### src/sram_array.sv
`timescale 1ns/1ps

module sram_array #(
    parameter int WIDTH     = 256,
    parameter int DEPTH     = 16,
    parameter int MASK_BITS = 32
) (
    input  logic                     clk,
    input  logic                     we,
    input  logic [MASK_BITS-1:0]     wmask,
    input  logic [$clog2(DEPTH)-1:0] addr,
    input  logic [WIDTH-1:0]         din,
    output logic [WIDTH-1:0]         dout
);

    localparam int GRAN = WIDTH / MASK_BITS;

    logic [WIDTH-1:0] mem [DEPTH];

    always_ff @(posedge clk) begin
        if (we) begin
            // Only granules with their mask bit set change
            for (int g = 0; g < MASK_BITS; g++) begin
                if (wmask[g]) begin
                    mem[addr][g*GRAN +: GRAN] <= din[g*GRAN +: GRAN];
                end
            end
        end
        dout <= mem[addr];
    end

endmodule

### config.mk
export PLATFORM = sky130hd
export DESIGN_NAME = sram_array
export DESIGN_NICKNAME = d
export VERILOG_FILES = /design/src/sram_array.sv
export SDC_FILE = /design/constraint.sdc
export NUM_CORES = 2
export LEC_CHECK = 0
export BUFFER_PORTS_ARGS = -buffer_cell sky130_fd_sc_hd__buf_2
export CAP_MARGIN = 15
export CELL_PAD_IN_SITES_DETAIL_PLACEMENT = 1
export CELL_PAD_IN_SITES_GLOBAL_PLACEMENT = 1
export CORE_ASPECT_RATIO = 1.25
export CORE_MARGIN = 3
export CORE_UTILIZATION = 45
export DETAILED_ROUTE_END_ITERATION = 6
export GPL_TIMING_DRIVEN = 0
export PLACE_DENSITY = 0.67
export SLEW_MARGIN = 20
export SYNTH_ARGS = -nofsm -noshare
export SYNTH_HDL_FRONTEND = slang
export SYNTH_SLANG_ARGS = --single-unit
### constraint.sdc
create_clock -name clk -period 2.88 [get_ports clk]
set_input_delay 0.144 -clock clk [delete_from_list [all_inputs] [get_ports clk]]
set_output_delay 0.144 -clock clk [all_outputs]
set_load 0.02 [all_outputs]
### Yosys cells after proc, flatten, opt, wreduce, memory -nomap -nowiden

Memory sizes are Yosys's and may differ from the RTL's. A register that Yosys moved wholly into a read port is not among the register bits.
Cells that the tools add are included.

* register bits after elaboration: 0
* memory bits (writable): 4096
* bits of input ports: 294
* logic and storage cells: 97
* memories kept: 1

* multiplexer cells: 96

Memory list
* mem: depth 16, width 256, rd ports 1, clocked after memory_dff 1, wr ports 1, line 18 `logic [WIDTH-1:0] mem [DEPTH];`

Operators by type and width (count)
* $mux W1: 96

### Logic depth before layout (Yosys ltp)

* word-level depth: 3
* gate-level depth with buffers: 8
* mapped depth without buffers: 3

### Worst setup path after synthesis

Ideal clock, no wire load.

* kind: input-to-reg
* start point: in addr[0]
* end point: mem mem[0][100], enable pin
* library setup time: 370 ps
* arrival time: 1659 ps
* required time: 2510 ps
* slack: 851 ps
* stages on the path: 8
* buffers on the path: 5
* cell sequence: buf_2 -> buf_6 -> buf_6 -> buf_2 -> nor2_1 -> nand2_1 -> clkbuf_1 -> nor2_1

RTL lines
* start: declaration: line 11 `input logic [$clog2(DEPTH)-1:0] addr,`
* end: declaration: line 18

Straight into the memory's write port.

### Worst setup path in the final report

* start point: in addr[1]
* end point: mem mem[14][53], enable pin

Straight into the memory's write port.

==> flow_summary.yaml <==
outcome:
  status: "finished with violations"
  violations: "negative setup slack"
logic_synthesis:
  ys_seq_area_share_pct: 80.00
  ys_seq_elements: 4352
  ys_warn_count: 0
  syn-num-nets: 7433
  avgSynthCellArea_um2: 22.43
  synth_area_um2: 160200
  synthCells: 7139
  synthDistinctLibCells: 15
layout:
  fin_nets: 8735
  seq_area_um2: 128100
  syn2layout_area_growth_pct: 17.07
  multi_input_area_um2: 30220
  drive_gt1_share_pct: 28.95
  fill_cells: 30630
  post-route-util_pct: 52.99
clock_tree:
  cts_sinks: 4352
  cts_inserted_buffers: 421
  cts_root_buf: "clkbuf_16"
  cts_max_level: 5
  clk-insertion-delay-late_ns: 0.98
  cts_tree: "built"
  clk_pin_slew_worst_paths_ns: 0.06
  cts_setup_buffers: 0
  clockBufferDepth: 4
sta:
  finalClockSkew_ns: 0.04027
  timing.final.crit_share_pct: 101.6
  setup_slack_ns: -0.04672
  finalSetupViolCount: 30
  tightest_slew_ns: 1.087
  hold_viol: 0
  rsz0062_at_grt: "yes"
  slew_headroom_pct: 27.29
  max_freq_ghz: 0.3417
  slew_viol_final: 0
  period_needed_ns: 2.927
worst_setup_path:
  required_ns: 3.48
  path_cells: "buf_2, buf_2, buf_4, nor2b_1, nand2_1, clkbuf_2, nor2_1"
  crit_arrival_ns: 3.53
  worst_path_most_repeated_cell: "buf_2"
  path_buf_inv: 4
  reg2reg_slack_ns: 1.22
  cp_max_fo: 10
  cpMaxStageDelayCell: "nor2_1"
  slowest_delay_ns: 0.80
  critPathLaunchType: "input pin"
  crit_family: "buffers and inverters"
  path_class: "in2reg"
  end_kind: "flop"
floorplanning:
  std_cell_rows: 244
  pin_count: 550
  die_w_um: 539.6
  die_area_um2: 363100
  die_h_um: 673.0
  start_util_pct: 45.26
  core_um2: 353800
pwr:
  power_density_nw_per_um2: 722.6
  finalPower_uw: 135500
  netSwitchingFraction_pct: 21.82
  ir_drop_mv: 0.5159
  p_clk_share_pct: 42.2
  intPower_uw: 105900
  p_leak_uw: 0.06048
  comb_power_share_pct: 5.6
  seq_power_share_pct: 52.2
  power_switching_uw: 29570
routing:
  drt_iter0_markers: 8456
  first_pass_iters: 5
  viasPerCell: 5.804
  post-route-drc-count: 0
  ant_nets: 0
  wire_per_inst_um: 32.31
  vias: 78530
  wirelength_mm: 437.1
global_route:
  grt_start_max_net_pins: 17
  grtUsageTotal_pct: 23.89
  grt_overflow_total: 0
  grt_pass1_wl_mm: 623.6
  antenna_found_initial: 97
  first_global_vias: 84510
flow_run:
  cap_violations: 0
placed_design:
  port-buffer-count: 547
  gp_congestion: 0.8009
  dp_hpwl_mm: 300.0
hold_path:
  hp-class: "in2reg"
==> worst reg2reg max path: stages (launching register included) <==
cell	delay, ns
edfxtp_1	0.39
mux4_2	0.49
a22oi_1	0.42
nand2_1	0.20
==> cells in the final DEF, fill, tap and decap left out, drive strengths merged <==
| cell type | instances |
|---|---|
| diode | 45 |
| buf | 786 |
| nor2b | 3 |
| edfxtp | 4096 |
| nor2 | 514 |
| nand2 | 300 |
| nand3 | 4 |
| bufinv | 52 |
| dfxtp | 256 |
| and2b | 1 |
| and2 | 1 |
| inv | 15 |
| clkinv | 163 |
| a22oi | 512 |
| clkinvlp | 21 |
| clkbuf | 776 |
| dlygate4sd3 | 287 |
| mux4 | 1024 |
==> area by class of cell <==
cell class / instances / share of cell area (%)
Sequential cell: 4352 / 68.34
Buffer: 428 / 1.121
Multi-Input combinational cell: 2359 / 16.12
Timing Repair Buffer: 879 / 3.568
Antenna cell: 45 / 0.06006
Tap cell: 4674 / 3.119
Clock buffer: 542 / 6.114
Clock inverter: 251 / 1.561
==> synth_stat cells <==
master,number,area (um^2)
clkbuf_1,234,878.3
buf_6,18,202.7
nor2_1,514,1929
buf_1,52,195.2
and2b_1,1,7.510
a22oi_1,512,3844
buf_2,77,385.4
and2_1,1,6.260
nand2_1,300,1126
nor2b_1,3,18.77
nand3_1,4,20.02
dfxtp_1,256,5125
buf_4,47,352.8
mux4_2,1024,23060
edfxtp_1,4096,123000
==> registers in the layout (all words and copies together) (netlist names) <==
signal and flops:
dout 256, mem 4096
==> metal layers <==
layer	wire length (um)	GRT usage (%)
met5	264	0
met4	15520	7.893
met3	31790	4.559
met2	222600	40.77
met1	166900	31.00
==> worst paths after layout <==
check	startpoint	to	cells past startpoint
setup / recovery	addr[1]	mem[14][53]	7
hold reg to reg	mem[14][179]	dout[179]	3
setup reg to reg	mem[10][245]	dout[245]	3
hold / removal	wmask[21]	mem[0][171]	3
==> logic make-up after synthesis <==
| family | Yosys count | share of synthesized area (%) |
|---|---|---|
| compound gates | 512 | 2.400 |
| buf+inv | 428 | 1.258 |
| flops | 4352 | 80.00 |
| mux | 1024 | 14.40 |
| simple gates | 823 | 1.941 |
==> what timing repair did <==
item / 4_1_cts / 5_1_grt
gates resized for setup: 52 / 29
hold endpoints to repair: 5383 / 0
setup endpoints to repair: 897 / 218
hold buffers: 287 / 0
==> through the flow <==
stage               hold WS [ns]  TNS (ns)  area [um^2]  cells  setup WS, ns
CTS                     0.001696         0       187300  13490      0.002948
detailed placement        0.5384  -3488.35       169900  12410        -1.615
global route             0.06643    -1.478       187400  13500      -0.05340
floorplan                 0.2429         0       160200   7139        0.8512
finish                   0.08164   -0.8855       187500  13530      -0.04672
global placement          0.5184  -6651.84       168700  12360        -2.332
==> power by group through the flow <==
stage          Clock, uW  Combinational (uW)  Sequential, uW
2_1_floorplan          0                3200           72300
3_3_place_gp           0                6950           71900
3_5_place_dp           0                7260           72000
4_1_cts            58200                7690           70700
5_1_grt            60600                8080           70700
6_report           57200                7600           70700
Power figures use the tool's default switching activity.
