===== src/ff_array.sv =====
`timescale 1ns/1ps

module ff_array #(
    parameter int WIDTH = 1,
    parameter int DEPTH = 16
) (
    input  logic                     clk,
    input  logic                     reset,
    input  logic                     we,
    input  logic [$clog2(DEPTH)-1:0] addr,
    input  logic [WIDTH-1:0]         din,
    output logic [WIDTH-1:0]         dout
);

    logic [WIDTH-1:0] mem [DEPTH];

    // Registered read returns the old entry on a same-cycle write
    always_ff @(posedge clk) begin
        if (reset) begin
            for (int i = 0; i < DEPTH; i++) begin
                mem[i] <= '0;
            end
            dout <= '0;
        end else begin
            if (we) begin
                mem[addr] <= din;
            end
            dout <= mem[addr];
        end
    end

endmodule


===== config.mk =====
export PLATFORM = sky130hd
export DESIGN_NAME = ff_array
export DESIGN_NICKNAME = d
export VERILOG_FILES = /design/src/ff_array.sv
export SDC_FILE = /design/constraint.sdc
export NUM_CORES = 1
export LEC_CHECK = 0
export BUFFER_PORTS_ARGS = -buffer_cell sky130_fd_sc_hd__buf_4
export CAP_MARGIN = 20
export CORE_MARGIN = 10
export CORE_UTILIZATION = 55
export CTS_BUF_LIST = sky130_fd_sc_hd__clkbuf_8
export CTS_CLUSTER_DIAMETER = 60
export DETAILED_ROUTE_END_ITERATION = 8
export PLACE_DENSITY = 0.75
export REMOVE_ABC_BUFFERS = 1
export SKIP_CTS_REPAIR_TIMING = 1
export SLEW_MARGIN = 20
export SYNTH_ARGS = -nofsm -noshare
export SYNTH_HDL_FRONTEND = slang
export SYNTH_SLANG_ARGS = --single-unit

===== constraint.sdc =====
create_clock -name clk -period 1.5 [get_ports clk]
set_input_delay 0.15 -clock clk [delete_from_list [all_inputs] [get_ports clk]]
set_output_delay 0.15 -clock clk [all_outputs]
set_load 0.05 [all_outputs]

# After elaboration in Yosys (flattened, before gate mapping)
# Memory sizes are Yosys's and may differ from the RTL's. A register that Yosys moved wholly into a read port is not among the register bits.
# Cells that the tools add are included.
word_totals:
  output_inout_bits: 1
  n_memories: 1
  register_bits: 0
  elab_cells: 10
  ram_bits: 16
  in_bits: 8
classes:
  muxes: 8
  reduce_logical: 1
memory_table:
  columns: ["name", "depth", "word_bits", "rd", "rd_clocked_by_memory_dff", "wr", "line", "text"]
  rows:
  - ["mem", 16, 1, 1, 1, 16, "15", "logic [WIDTH-1:0] mem [DEPTH];"]
ops:
  columns: ["cell", "n"]
  rows:
  - ["$mux W1", 7]
  - ["$mux W4", 1]
  - ["$reduce_or A1 Y1", 1]

# Depth between registers and ports, before layout
# Gate-level depths: netlist of run 1.
logic_depth:
  ltp_word: 5
  depth_mapped: 5
  depth_no_buf: 4

# Worst setup path after synthesis of run 1
# Ideal clock, no wire load.
synth_path:
  kind: "input-to-reg"
  startpoint: "input reset"
  endpoint: "memory mem[13] (enable)"
  setup_ps: 302
  path_buffers: 1
  stages: 5
  t_arrival_ps: 958
  setup_slack_ps: 239
  required_ps: 1198
  cell_sequence: "buf_2 inv_1 nand2_1 or3_1 o21ai_1"
synth_rtl:
  columns: ["item", "line", "text"]
  rows:
  - ["start: declaration", "8", "input logic reset,"]
  - ["end: declaration", "15", null]

==> results of run 1 <==
-- final timing paths --
path | start | end | slack (ns)
max | mem[9] | dout | 0.26
min | addr[2] | dout | 0.23
max reg2reg | mem[9] | dout | 0.26
min reg2reg | mem[0] | dout | 0.65
-- metal layers --
layer  up-vias  global-route usage [%]  share of wire [%]
met5         -                       0                  0
met4         0                    7.64                2.3
met3         4                    4.53                7.5
met2        31                    18.5                 45
met1       338                    15.3                 45
li1        351                       -                  -
-- synthesized netlist by cell type (all sizes together) --
cell     count  area, um^2
o2111ai      1        8.76
nor2b        2        12.5
mux4         2        45.0
nor3         2        10.0
dfxtp        1        20.0
a21o         6        45.0
clkbuf       1        3.75
nand2       13        48.8
or3          2        17.5
inv          3        11.3
edfxtp      16         480
nor2        20        75.1
o31ai        2        15.0
and3         1        6.26
buf          5        33.8
o21ai        6        30.0
mux2         1        11.3
o311ai       1        8.76
mux2i        3        30.0
nand3        4        20.0
a41o         1        11.3
-- registers in the layout, indices dropped and copies added (netlist names) --
register  cells
mem          16
dout          1
-- stage by stage --
stage / utilization [%] / hold slack [ns]
after floorplan: - / 0.320
after global placement: 64.8 / 0.503
after detailed placement: 64.8 / 0.510
after CTS: 67.7 / 0.236
after global routing: 67.7 / 0.261
final: 67.7 / 0.233
-- cells in the final DEF (no fill, tap or decap), drive strengths merged --
cell	count
nand2	13
nor2b	2
mux2	1
mux2i	3
clkbuf	3
nor2	20
o21ai	6
mux4	2
o311ai	1
a21o	6
and3	1
edfxtp	16
inv	4
nor3	2
or3	2
nand3	4
a41o	1
dfxtp	1
o2111ai	1
o31ai	2
buf	11
-- power breakdown --
group / leakage (nW) / internal (mW) / switching, mW
combinational: 0.225 / 0.0551 / 0.0812
sequential: 0.161 / 0.546 / 0.00811
clock: 0.0269 / 0.182 / 0.157
-- final cells by class --
cell class	count	area share (%)
clock inverter	1	0.356
multi-input combinational	67	37.5
tap	16	1.90
inverter	3	1.07
clock buffer	3	3.91
timing repair buffer	11	7.83
sequential	17	47.4
-- critical path, stage by stage, from the launching register on --
cell	delay (ns)
edfxtp_1	0.39
mux4_2	0.46
o2111ai_1	0.19
o21ai_1	0.09
-- cell families after synthesis --
family                 synth area share (%)
and+or+nand+nor                        20.1
AOI/OAI and AO/OA                      12.6
DFF                                    53.0
buffers and inverters                  5.16
muxes                                  9.14
==> qor.txt, run 1 <==
status = complete, no violations
GRT overflow = 0
kind of critical path = reg2reg
H-tree Lvls = 1
Final setup viols = 0
fin. max-slew vios = 0
# IOs = 9
fin nets = 111
CTS Buf Count = 3
synthesized area = 945 um^2
clock skew = 0.00132 ns
Hold Path Depth = 3
Seq cells post-synth = 17
# diodes = 0
CTS tree = built
Clock transition at path regs = 0.06 ns
sequential cell area = 500 um^2
pre-CTS worst setup slack = 0.162 ns
initial core utilization = 60.6%
GP Congestion = 0.908
DP Cell Count = 114
die width = 61.4 um
fmax = 804 MHz
via count = 724
Tot Pwr = 1.03 mW
Avg WL per Cell = 17.0 um
Leak = 0.412 nW
Tot GR Track Use = 12.5%
Initial DRT Pass Iterations = 4
worst skew pair latency = 0.25 ns
PwrDens = 976 mW/mm^2
DRC viols = 0
Slew @ Worst Pin = 0.334 ns
post-synthesis sequential area ratio = 53.0%
Die H = 61.4 um
Rows = 14
# Max-Cap Violations = 0
clk buf depth = 2
clock net sink count = 17
root buf cell = clkbuf_8
Critical Path Fanout Max = 1
Syn Area/Cell = 10.2 um^2
RSZ-0062 raised after global routing = false
drt initial violations = 34
number of global-route vias before repair = 716
CP Data Arrival Time = 1.39 ns
Final Cycle Share = 82.9%
final WL = 2000 um
R2R depth = 3
Finished Layout Cells = 118
Worst Path Required = 1.64 ns
pin count of the biggest net entering global routing = 15
Antenna Nets Post-Route = 0
Port Buffers = 8
DP Area = 0.00101 mm^2
warnings from Yosys = 0
crit start category = flop
Syn Inst Count = 93
post-route cell area = 0.00105 mm^2
share of cells above drive strength 1 = 18.6%
Area Growth Syn to Fin = 11.7%
core region area = 0.00156 mm^2
HPWL after DPL = 1510 um
Max transition margin = 77.6%
fin crit period = 1.24 ns
Peak VDD IR = 0.656 mV
class of the worst hold path = in2reg
global-route wire length before repair = 3330 um
Total Negative Setup Slacks = 0 ns
Via density = 6.14
Layout fillers = 122
Yosys cell types = 25
CP Capture Type = flop
initial antenna violation count = 0
area of the multi-input gates = 395 um^2
final worst slack = 0.257 ns
die area = 0.00378 mm^2
Hold Vio Cnt, Final = 0
(Power assumes the default switching activity.)
==> run 2, diff against run 1 <==
==> constraint.sdc (replaced) <==
create_clock -name clk -period 1.29 [get_ports clk]
set_input_delay 0.129 -clock clk [delete_from_list [all_inputs] [get_ports clk]]
set_output_delay 0.129 -clock clk [all_outputs]
set_load 0.05 [all_outputs]
==> qor.txt, run 2 (synthesized netlist as in run 1, its figures left out) <==
largest register by flop count = mem
fin crit period = 1.26 ns
Avg WL per Cell = 18.5 um
drt initial violations = 53
CTS Buf Count = 3
GRT overflow = 0
CP cell instances = mux4_2, o2111ai_2, o21ai_1
GP Congestion = 0.820
Regs by FF count = mem (16), dout (1)
Levels on crit path = 3
initial core utilization = 60.6%
RSZ-0062 raised after global routing = true
fmax = 794 MHz
R2R depth = 3
Max transition margin = 72.0%
worst setup path start = mem[11]
CTS tree = built
Port Buffers = 8
Initial DRT Pass Iterations = 4
DP Cell Count = 118
Clock transition at path regs = 0.07 ns
Rows = 14
worst skew pair latency = 0.25 ns
root buf cell = clkbuf_8
H-tree Lvls = 1
# diodes = 0
Slew @ Worst Pin = 0.417 ns
# IOs = 9
Final Cycle Share = 97.6%
Critical Path Fanout Max = 1
Die H = 61.4 um
Hold Vio Cnt, Final = 0
Top delay family on crit path = multiplexers
Area Growth Syn to Fin = 15.5%
share of cells above drive strength 1 = 22.6%
worst reg2reg path startpoint = mem[11]
Hold Path Depth = 2
initial antenna violation count = 0
crit path buf inv count = 0
CP max stage delay = 0.48 ns
final WL = 2260 um
Finished Layout Cells = 122
global-route wire length before repair = 3730 um
Final setup viols = 0
via count = 765
HPWL after DPL = 1680 um
Via density = 6.27
status = complete, no violations
class of the worst hold path = in2reg
most frequent cells in the layout = nor2_1, edfxtp_1, buf_4
Leak = 0.432 nW
pin count of the biggest net entering global routing = 15
hold path startpoint = reset
DRC viols = 0
core region area = 0.00156 mm^2
fin. max-slew vios = 0
crit start category = flop
max FFs per register = 16
commonest non-fill, non-tap cell in the layout = nor2_1
PwrDens = 1110 mW/mm^2
kind of critical path = reg2reg
Tot GR Track Use = 13.4%
# Max-Cap Violations = 0
clk buf depth = 2
Tot Pwr = 1.21 mW
Antenna Nets Post-Route = 0
clock skew = 0.00121 ns
final design utilization = 70.0%
clock net sink count = 17
die width = 61.4 um
CP Data Arrival Time = 1.39 ns
R2R setup slack = 0.03 ns
Critical-path top delay cell = mux4_2
fin nets = 115
Worst Path Required = 1.42 ns
CP Capture Type = flop
number of global-route vias before repair = 796
Peak VDD IR = 0.876 mV
die area = 0.00378 mm^2
==> run 2: changes by cell type in the layout (fill, tap and decap cells not counted), sizes merged <==
cell  previous run  this run
buf             11        15
==> run 2: final timing paths <==
| check | endpoint |
|---|---|
| max | dout |
| min | mem[5] |
| max reg2reg | dout |
| min reg2reg | dout |
==> run 2: final cells by class <==
class / instances / area, um^2
multi-input combinational: 67 / 402
timing repair buffer: 15 / 113
inverter: 3 / 11.3
sequential: 17 / 500
clock buffer: 3 / 41.3
clock inverter: 1 / 3.75
fill: 128 / 468
tap: 16 / 20.0
==> run 2: power by group <==
group / switching, mW / internal, mW / total [mW] / leakage (nW)
Combinational: 0.105 / 0.0709 / 0.176 / 0.244
Clock: 0.182 / 0.211 / 0.393 / 0.0269
Sequential: 0.00890 / 0.635 / 0.644 / 0.161
==> run 2: stage by stage <==
step	hold slack [ns]	instance area, um^2	worst slack, ns	TNS [ns]
after floorplan	0.299	907	0.0668	0
after global placement	0.461	1040	0.0393	0
after detailed placement	0.456	1040	-0.0595	-0.0595
after CTS	0.199	1080	0.00739	0
after global routing	0.216	1090	-0.0213	-0.0213
final	0.204	1090	0.0304	0
==> run 2: layer usage <==
metal | track usage [%] | vias up | wire length, um
met5 | 0 | - | 0
met4 | 5.10 | 0 | 48
met3 | 3.09 | 6 | 200
met2 | 22.6 | 48 | 1120
met1 | 16.2 | 354 | 888
li1 | - | 357 | -
