[src/cache_types.sv]
package cache_types;

    localparam int WAYS          = 4;
    localparam int LINE_BITS     = 256;
    localparam int SET_BITS      = 4;
    localparam int NUM_SETS      = 16;
    localparam int OFFSET_BITS   = 5;
    localparam int TAG_BITS      = 23;
    // Dirty bit sits above the tag
    localparam int TAG_WORD_BITS = 24;

    typedef struct packed {
        logic [TAG_BITS-1:0] tag;
        logic [SET_BITS-1:0] set;
        logic [2:0]          word;
        logic [1:0]          byte_ofs;
    } addr_fields_t;

    typedef union packed {
        logic [31:0]  raw;
        addr_fields_t f;
    } cache_addr_t;

    typedef struct packed {
        cache_addr_t addr;
        logic        rmask;
        logic [3:0]  wmask;
        logic [31:0] wdata;
    } cpu_req_t;

    typedef struct packed {
        logic [31:0]          addr;
        logic                 read;
        logic                 write;
        logic [LINE_BITS-1:0] wdata;
    } mem_req_t;

    typedef enum logic [2:0] {
        idle_s,
        compare_tag_s,
        writeback_s,
        allocate_s,
        refill_s
    } state_t;

endpackage

[src/control.sv]
`timescale 1ns/1ps

module control (
    input  logic                clk,
    input  logic                reset,
    input  logic                req_active,
    input  logic                hit,
    input  logic                dirty_victim,
    input  logic                dfp_resp,
    output cache_types::state_t state
);

    cache_types::state_t next_state;

    always_ff @(posedge clk) begin
        if (reset) begin
            state <= cache_types::idle_s;
        end else begin
            state <= next_state;
        end
    end

    always_comb begin
        next_state = state;
        case (state)
            cache_types::idle_s: begin
                // Arrays are read at the request set on this edge
                if (req_active) begin
                    next_state = cache_types::compare_tag_s;
                end
            end
            cache_types::compare_tag_s: begin
                if (hit) begin
                    next_state = cache_types::idle_s;
                end else if (dirty_victim) begin
                    next_state = cache_types::writeback_s;
                end else begin
                    next_state = cache_types::allocate_s;
                end
            end
            cache_types::writeback_s: begin
                if (dfp_resp) begin
                    next_state = cache_types::allocate_s;
                end
            end
            cache_types::allocate_s: begin
                if (dfp_resp) begin
                    next_state = cache_types::refill_s;
                end
            end
            cache_types::refill_s: begin
                // One cycle for the arrays to show the new line
                next_state = cache_types::compare_tag_s;
            end
            default: begin
                next_state = cache_types::idle_s;
            end
        endcase
    end

endmodule

[config.mk]
export PLATFORM = sky130hd
export DESIGN_NAME = control
export DESIGN_NICKNAME = d
export VERILOG_FILES = /design/src/cache_types.sv /design/src/control.sv
export SDC_FILE = /design/constraint.sdc
export NUM_CORES = 1
export LEC_CHECK = 0
export BUFFER_PORTS_ARGS = -buffer_cell sky130_fd_sc_hd__buf_2
export CAP_MARGIN = 0
export CORE_AREA = 2 2 39 41
export DETAILED_ROUTE_END_ITERATION = 16
export DIE_AREA = 0 0 41 43
export GPL_TIMING_DRIVEN = 0
export SLEW_MARGIN = 20
export SYNTH_ARGS = -nofsm -noshare
export SYNTH_HDL_FRONTEND = slang
export SYNTH_SLANG_ARGS = --single-unit
[constraint.sdc]
create_clock -name clk -period 1.2 [get_ports clk]
set_input_delay 0.18 -clock clk [delete_from_list [all_inputs] [get_ports clk]]
set_output_delay 0.18 -clock clk [all_outputs]
set_load 0.02 [all_outputs]
-- Word level (Yosys, flattened, before mapping)
Index checks and enable logic that the tools add are counted.
- reductions and logical operators: 2
- multiplexer cells: 6
- equality and inequality tests: 7
- operator list (operator ; count):
    3-bit one-hot mux with 5 select lines ; 1
    3-bit 2-to-1 mux ; 3
    3-bit by 2-bit == test with 1-bit output, second input constant ; 2
    2-bit inequality test, second input constant ; 3
    3-bit by 1-bit == test with 1-bit output, second input constant ; 1
    3-bit == test, second input constant ; 1
    3-bit logical NOT ; 1
    3-bit AND reduction ; 1
    2-bit 2-to-1 mux ; 1
    1-bit 2-to-1 mux ; 1
- output and inout bits: 3
- word-level logic and storage cells: 16
- input bits: 6
- register bits after elaboration: 3

-- Longest topological paths before layout
- depth in word-level cells: 3
- mapped depth: 3
- gate-level depth less buffers: 3

-- Least setup slack after synthesis
No wires, ideal clock.
- kind: reg2reg
- start: register state[0]
- end: register state[0]
- period minus slack after synthesis: 1056 ps
- required time: 1078 ps
- setup time: 122 ps
- slack: 144 ps
- arrival: 934 ps
- path buffers: 0
- cell stages (with the launch flop): 4
- cells stage by stage: dfxtp_1 -> and2b_2 -> o21ai_0 -> a21oi_1
- cells in the longest elaborated chain, start to end: 3
- elaborated cells on any way between the ends: 10
- those cells by class: eq/ne (7); mux (1); reduce/logical (2)
- RTL lines (item ; line ; source):
    start, declared ; control.sv:10 ; output cache_types::state_t state
    start signal, assigned ; control.sv:17 ; state <= cache_types::idle_s;
    start signal, assigned ; control.sv:19 ; state <= next_state;
    3-bit by 2-bit == test with 1-bit output / 3-bit logical NOT (equally long branches) ; control.sv:25 ; case (state)
    2-bit inequality test (no line) ; - ;
    3-bit AND reduction (no line) ; - ;
Parallel ways exist; a longest one is shown, timed or not.
A chain may end at the register's enable or synchronous reset.

-- Final worst setup path
- start: register state[0]
- end: output state[0]
No word-level cell between the ends.

==> flow_results.xml <==
<?xml version="1.0" encoding="UTF-8"?>
<metrics>
  <group name="critical_path">
    <metric name="rr_worst_depth" unit="">3</metric>
    <metric name="critical-path-top-delay-family" unit="">flip-flops</metric>
    <metric name="maximum_net_fanout_on_the_critical_path" unit="">7</metric>
    <metric name="reg2reg_slack" unit="ns">0.21</metric>
    <metric name="critPathCaptureType" unit="">output pin</metric>
    <metric name="crit_cells" unit="">1</metric>
    <metric name="cp-endpoint" unit="">state[0]</metric>
    <metric name="critPathBufInv" unit="">1</metric>
    <metric name="crit_path_start" unit="">state[0]$_SDFFE_PP0P_</metric>
    <metric name="crit_arrival" unit="ns">0.85</metric>
    <metric name="cp-start-kind" unit="">register</metric>
    <metric name="worst-setup-path-type" unit="">register to output pin</metric>
    <metric name="critical_path.slowest_cell" unit="">dfxtp_1</metric>
    <metric name="crit_path_max_incr_delay" unit="ns">0.42</metric>
    <metric name="r2r_end" unit="">state[0]$_SDFFE_PP0P_</metric>
    <metric name="crit_chain" unit="">buf_2</metric>
    <metric name="critical_path.reg2reg.startpoint" unit="">state[0]$_SDFFE_PP0P_</metric>
    <metric name="crit_required" unit="ns">1.02</metric>
  </group>
  <group name="clock_tree">
    <metric name="cts_max_level" unit="">1</metric>
    <metric name="clock-root-buffer" unit="">clkbuf_4</metric>
    <metric name="num_cts_buffers" unit="">3</metric>
    <metric name="clk_pin_slew_worst_paths" unit="ns">0.03</metric>
    <metric name="cts_buffer_depth" unit="">2</metric>
    <metric name="cts-resized-gates" unit="">0</metric>
    <metric name="tritoncts" unit="">yes</metric>
    <metric name="hold_buffers" unit="">0</metric>
    <metric name="cts.sink_count" unit="">3</metric>
    <metric name="cts_setup_buffers" unit="">0</metric>
    <metric name="worstSkewPairLatency" unit="ns">0.23</metric>
  </group>
  <group name="job">
    <metric name="timing.max_cap.violations" unit="">0</metric>
  </group>
  <group name="grt">
    <metric name="global_route_met2_utilization" unit="">0.0625</metric>
    <metric name="grt.overflow.total" unit="">0</metric>
    <metric name="aggregate_global_route_resource_usage" unit="">0.0481</metric>
    <metric name="gr-usage-met3" unit="">0.0471</metric>
    <metric name="busiest_layer" unit="">met2</metric>
    <metric name="vias_in_the_first_global_route" unit="">132</metric>
    <metric name="global_route.usage.met1" unit="">0.0321</metric>
    <metric name="grt_start_max_net_pins" unit="">8</metric>
    <metric name="grt_pass1_wl" unit="µm">469</metric>
    <metric name="antenna_found_initial" unit="">0</metric>
  </group>
  <group name="layout">
    <metric name="largest_register" unit="">state</metric>
    <metric name="layout-area-overhead-vs-synth" unit="%">59.0</metric>
    <metric name="stdcell_area" unit="µm²">233</metric>
    <metric name="largest_registers" unit="">state x3</metric>
    <metric name="largest_reg_flops" unit="">3</metric>
    <metric name="num_antenna_cells" unit="">0</metric>
    <metric name="finish.net_count" unit="">36</metric>
    <metric name="filler_cell_count" unit="">162</metric>
    <metric name="drive_above_1_share" unit="">0.414</metric>
    <metric name="final_core_utilization" unit="">0.168</metric>
    <metric name="final_cells" unit="">45</metric>
  </group>
  <group name="synthesis">
    <metric name="syn-instance-count" unit="">17</metric>
    <metric name="postSynthAreaPerCell" unit="µm²">8.61</metric>
    <metric name="number_of_nets_produced_by_synthesis" unit="">23</metric>
    <metric name="synthArstFlopShare" unit="">0</metric>
    <metric name="netlist_area" unit="µm²">146</metric>
    <metric name="yosysSeqAreaShare" unit="">0.410</metric>
    <metric name="largest_cells_by_area_after_synthesis" unit="">dfxtp_1 (41%), nor3b_1 (15%), a21oi_1 (6.8%)</metric>
    <metric name="ys_dominant_reg_cell" unit="">dfxtp_1</metric>
    <metric name="synth_top_area_frac" unit="">0.410</metric>
    <metric name="ys_warns" unit="">0</metric>
    <metric name="synth.cells.most_frequent" unit="">dfxtp_1 (3), nor3b_1 (3), a21oi_1 (2)</metric>
    <metric name="synthDistinctLibCells" unit="">12</metric>
    <metric name="postSynthRegisterBits" unit="">3</metric>
    <metric name="yosys.area.top_type" unit="">dfxtp_1</metric>
    <metric name="synth-edff-count" unit="">0</metric>
  </group>
  <group name="floorplan">
    <metric name="design.die.area" unit="µm²">1760</metric>
    <metric name="die_w" unit="µm">41</metric>
    <metric name="num_io_pins" unit="">9</metric>
    <metric name="core_area" unit="µm²">1380</metric>
    <metric name="floorplan.initialDensity" unit="">0.106</metric>
    <metric name="die_h" unit="µm">43</metric>
    <metric name="fp-row-count" unit="">14</metric>
  </group>
  <group name="power_and_ir_drop">
    <metric name="total_power" unit="mW">0.334</metric>
    <metric name="power.density_cell_area" unit="nW/µm²">1430</metric>
    <metric name="vdd.ir_drop.worst" unit="mV">0.276</metric>
    <metric name="p_leak" unit="nW">0.0978</metric>
  </group>
  <group name="placed_design">
    <metric name="placement.setup.worst_slack" unit="ns">0.204</metric>
    <metric name="detailed_place.area" unit="µm²">206</metric>
    <metric name="place.detailed.instances" unit="">41</metric>
    <metric name="place.gp.congestion" unit="">0.466</metric>
    <metric name="port-buffer-count" unit="">8</metric>
  </group>
  <group name="sta">
    <metric name="rsz_0062_raised_after_global_routing" unit="">no</metric>
    <metric name="post-route-period-util" unit="">0.860</metric>
    <metric name="final.setup.worst_slack" unit="ns">0.168</metric>
    <metric name="setup_total_negative_slack" unit="ns">0</metric>
    <metric name="final-setup-viol-count" unit="">0</metric>
    <metric name="timing.hold.ws" unit="ns">0.152</metric>
    <metric name="timing_max_transition_violations_final" unit="">0</metric>
    <metric name="hold_vio_cnt_final" unit="">0</metric>
    <metric name="max_clock_freq" unit="GHz">0.969</metric>
    <metric name="time_the_final_worst_path_needs_with_i_o_delays_and_setup" unit="ns">1.03</metric>
    <metric name="timing.slew.headroom" unit="">0.840</metric>
    <metric name="timing_worst_slew_pin_value" unit="ns">0.237</metric>
    <metric name="finClkSkew" unit="ns">0.00294</metric>
  </group>
  <group name="routing">
    <metric name="first_pass_iters" unit="">1</metric>
    <metric name="residual_drc" unit="">0</metric>
    <metric name="routed_via_density" unit="">3.78</metric>
    <metric name="detailedRoute.firstIterationViolations" unit="">0</metric>
    <metric name="detail_route.wirelength" unit="µm">350</metric>
    <metric name="antenna_violating_nets_post_route" unit="">0</metric>
    <metric name="detailroute.via_count" unit="">170</metric>
    <metric name="detail_route.wl_per_cell" unit="µm">7.78</metric>
  </group>
  <group name="outcome">
    <metric name="run_status" unit="">completed</metric>
  </group>
  <group name="worst_hold_path">
    <metric name="hold_path_class" unit="">input pin to register</metric>
  </group>
</metrics>
## cell type report
| class | instances | area (µm²) | share of cell area |
|---|---|---|---|
| multi-input cells | 13 | 82.6 | 0.355 |
| clock buffers | 4 | 26.3 | 0.113 |
| repair buffers | 8 | 40.0 | 0.172 |
| well taps | 16 | 20.0 | 0.0860 |
| inverters | 1 | 3.75 | 0.0161 |
| flip-flops and latches | 3 | 60.1 | 0.258 |
## per-layer routing
layer  vias up  part of all wire
met1        76              0.40
met4         0                 0
li1         87                 -
met2         7              0.49
met3         0              0.11
met5         -                 0
## where the power goes
| group | internal, mW | switching (mW) | total [mW] | leakage [nW] |
|---|---|---|---|---|
| clock network | 0.125 | 0.0507 | 0.175 | 0.0150 |
| logic | 0.0220 | 0.0213 | 0.0433 | 0.0583 |
| registers | 0.106 | 0.00902 | 0.115 | 0.0245 |
## worst min path at each step
stage                            end  cells past startpoint  slack (ns)   from
2_1_floorplan  state[0]$_SDFFE_PP0P_                      1        0.25  reset
3_3_place_gp   state[0]$_SDFFE_PP0P_                      2        0.38  reset
3_5_place_dp   state[0]$_SDFFE_PP0P_                      2        0.39  reset
4_1_cts        state[0]$_SDFFE_PP0P_                      2        0.14  reset
5_1_grt        state[0]$_SDFFE_PP0P_                      2        0.14  reset
6_report       state[0]$_SDFFE_PP0P_                      2        0.15  reset
## cells in the final DEF (no fill, tap or decap), types with 2 or more instances in the layout
master    netlist  final
a21oi_1         2      2
buf_2           0      8
clkbuf_4        0      3
dfxtp_1         3      3
nor3b_1         3      3
## cell families (layout without fill, tap and decap cells)
| kind of cell | after synthesis | count (layout) | synth area share |
|---|---|---|---|
| buffers and inverters | 1 | 13 | 0.0256 |
| AOI/OAI and AO/OA | 4 | 4 | 0.145 |
| and+or+nand+nor | 8 | 8 | 0.359 |
| DFF | 3 | 3 | 0.410 |
| xor gates and xnor gates | 1 | 1 | 0.0598 |
(Power assumes the default switching activity.)
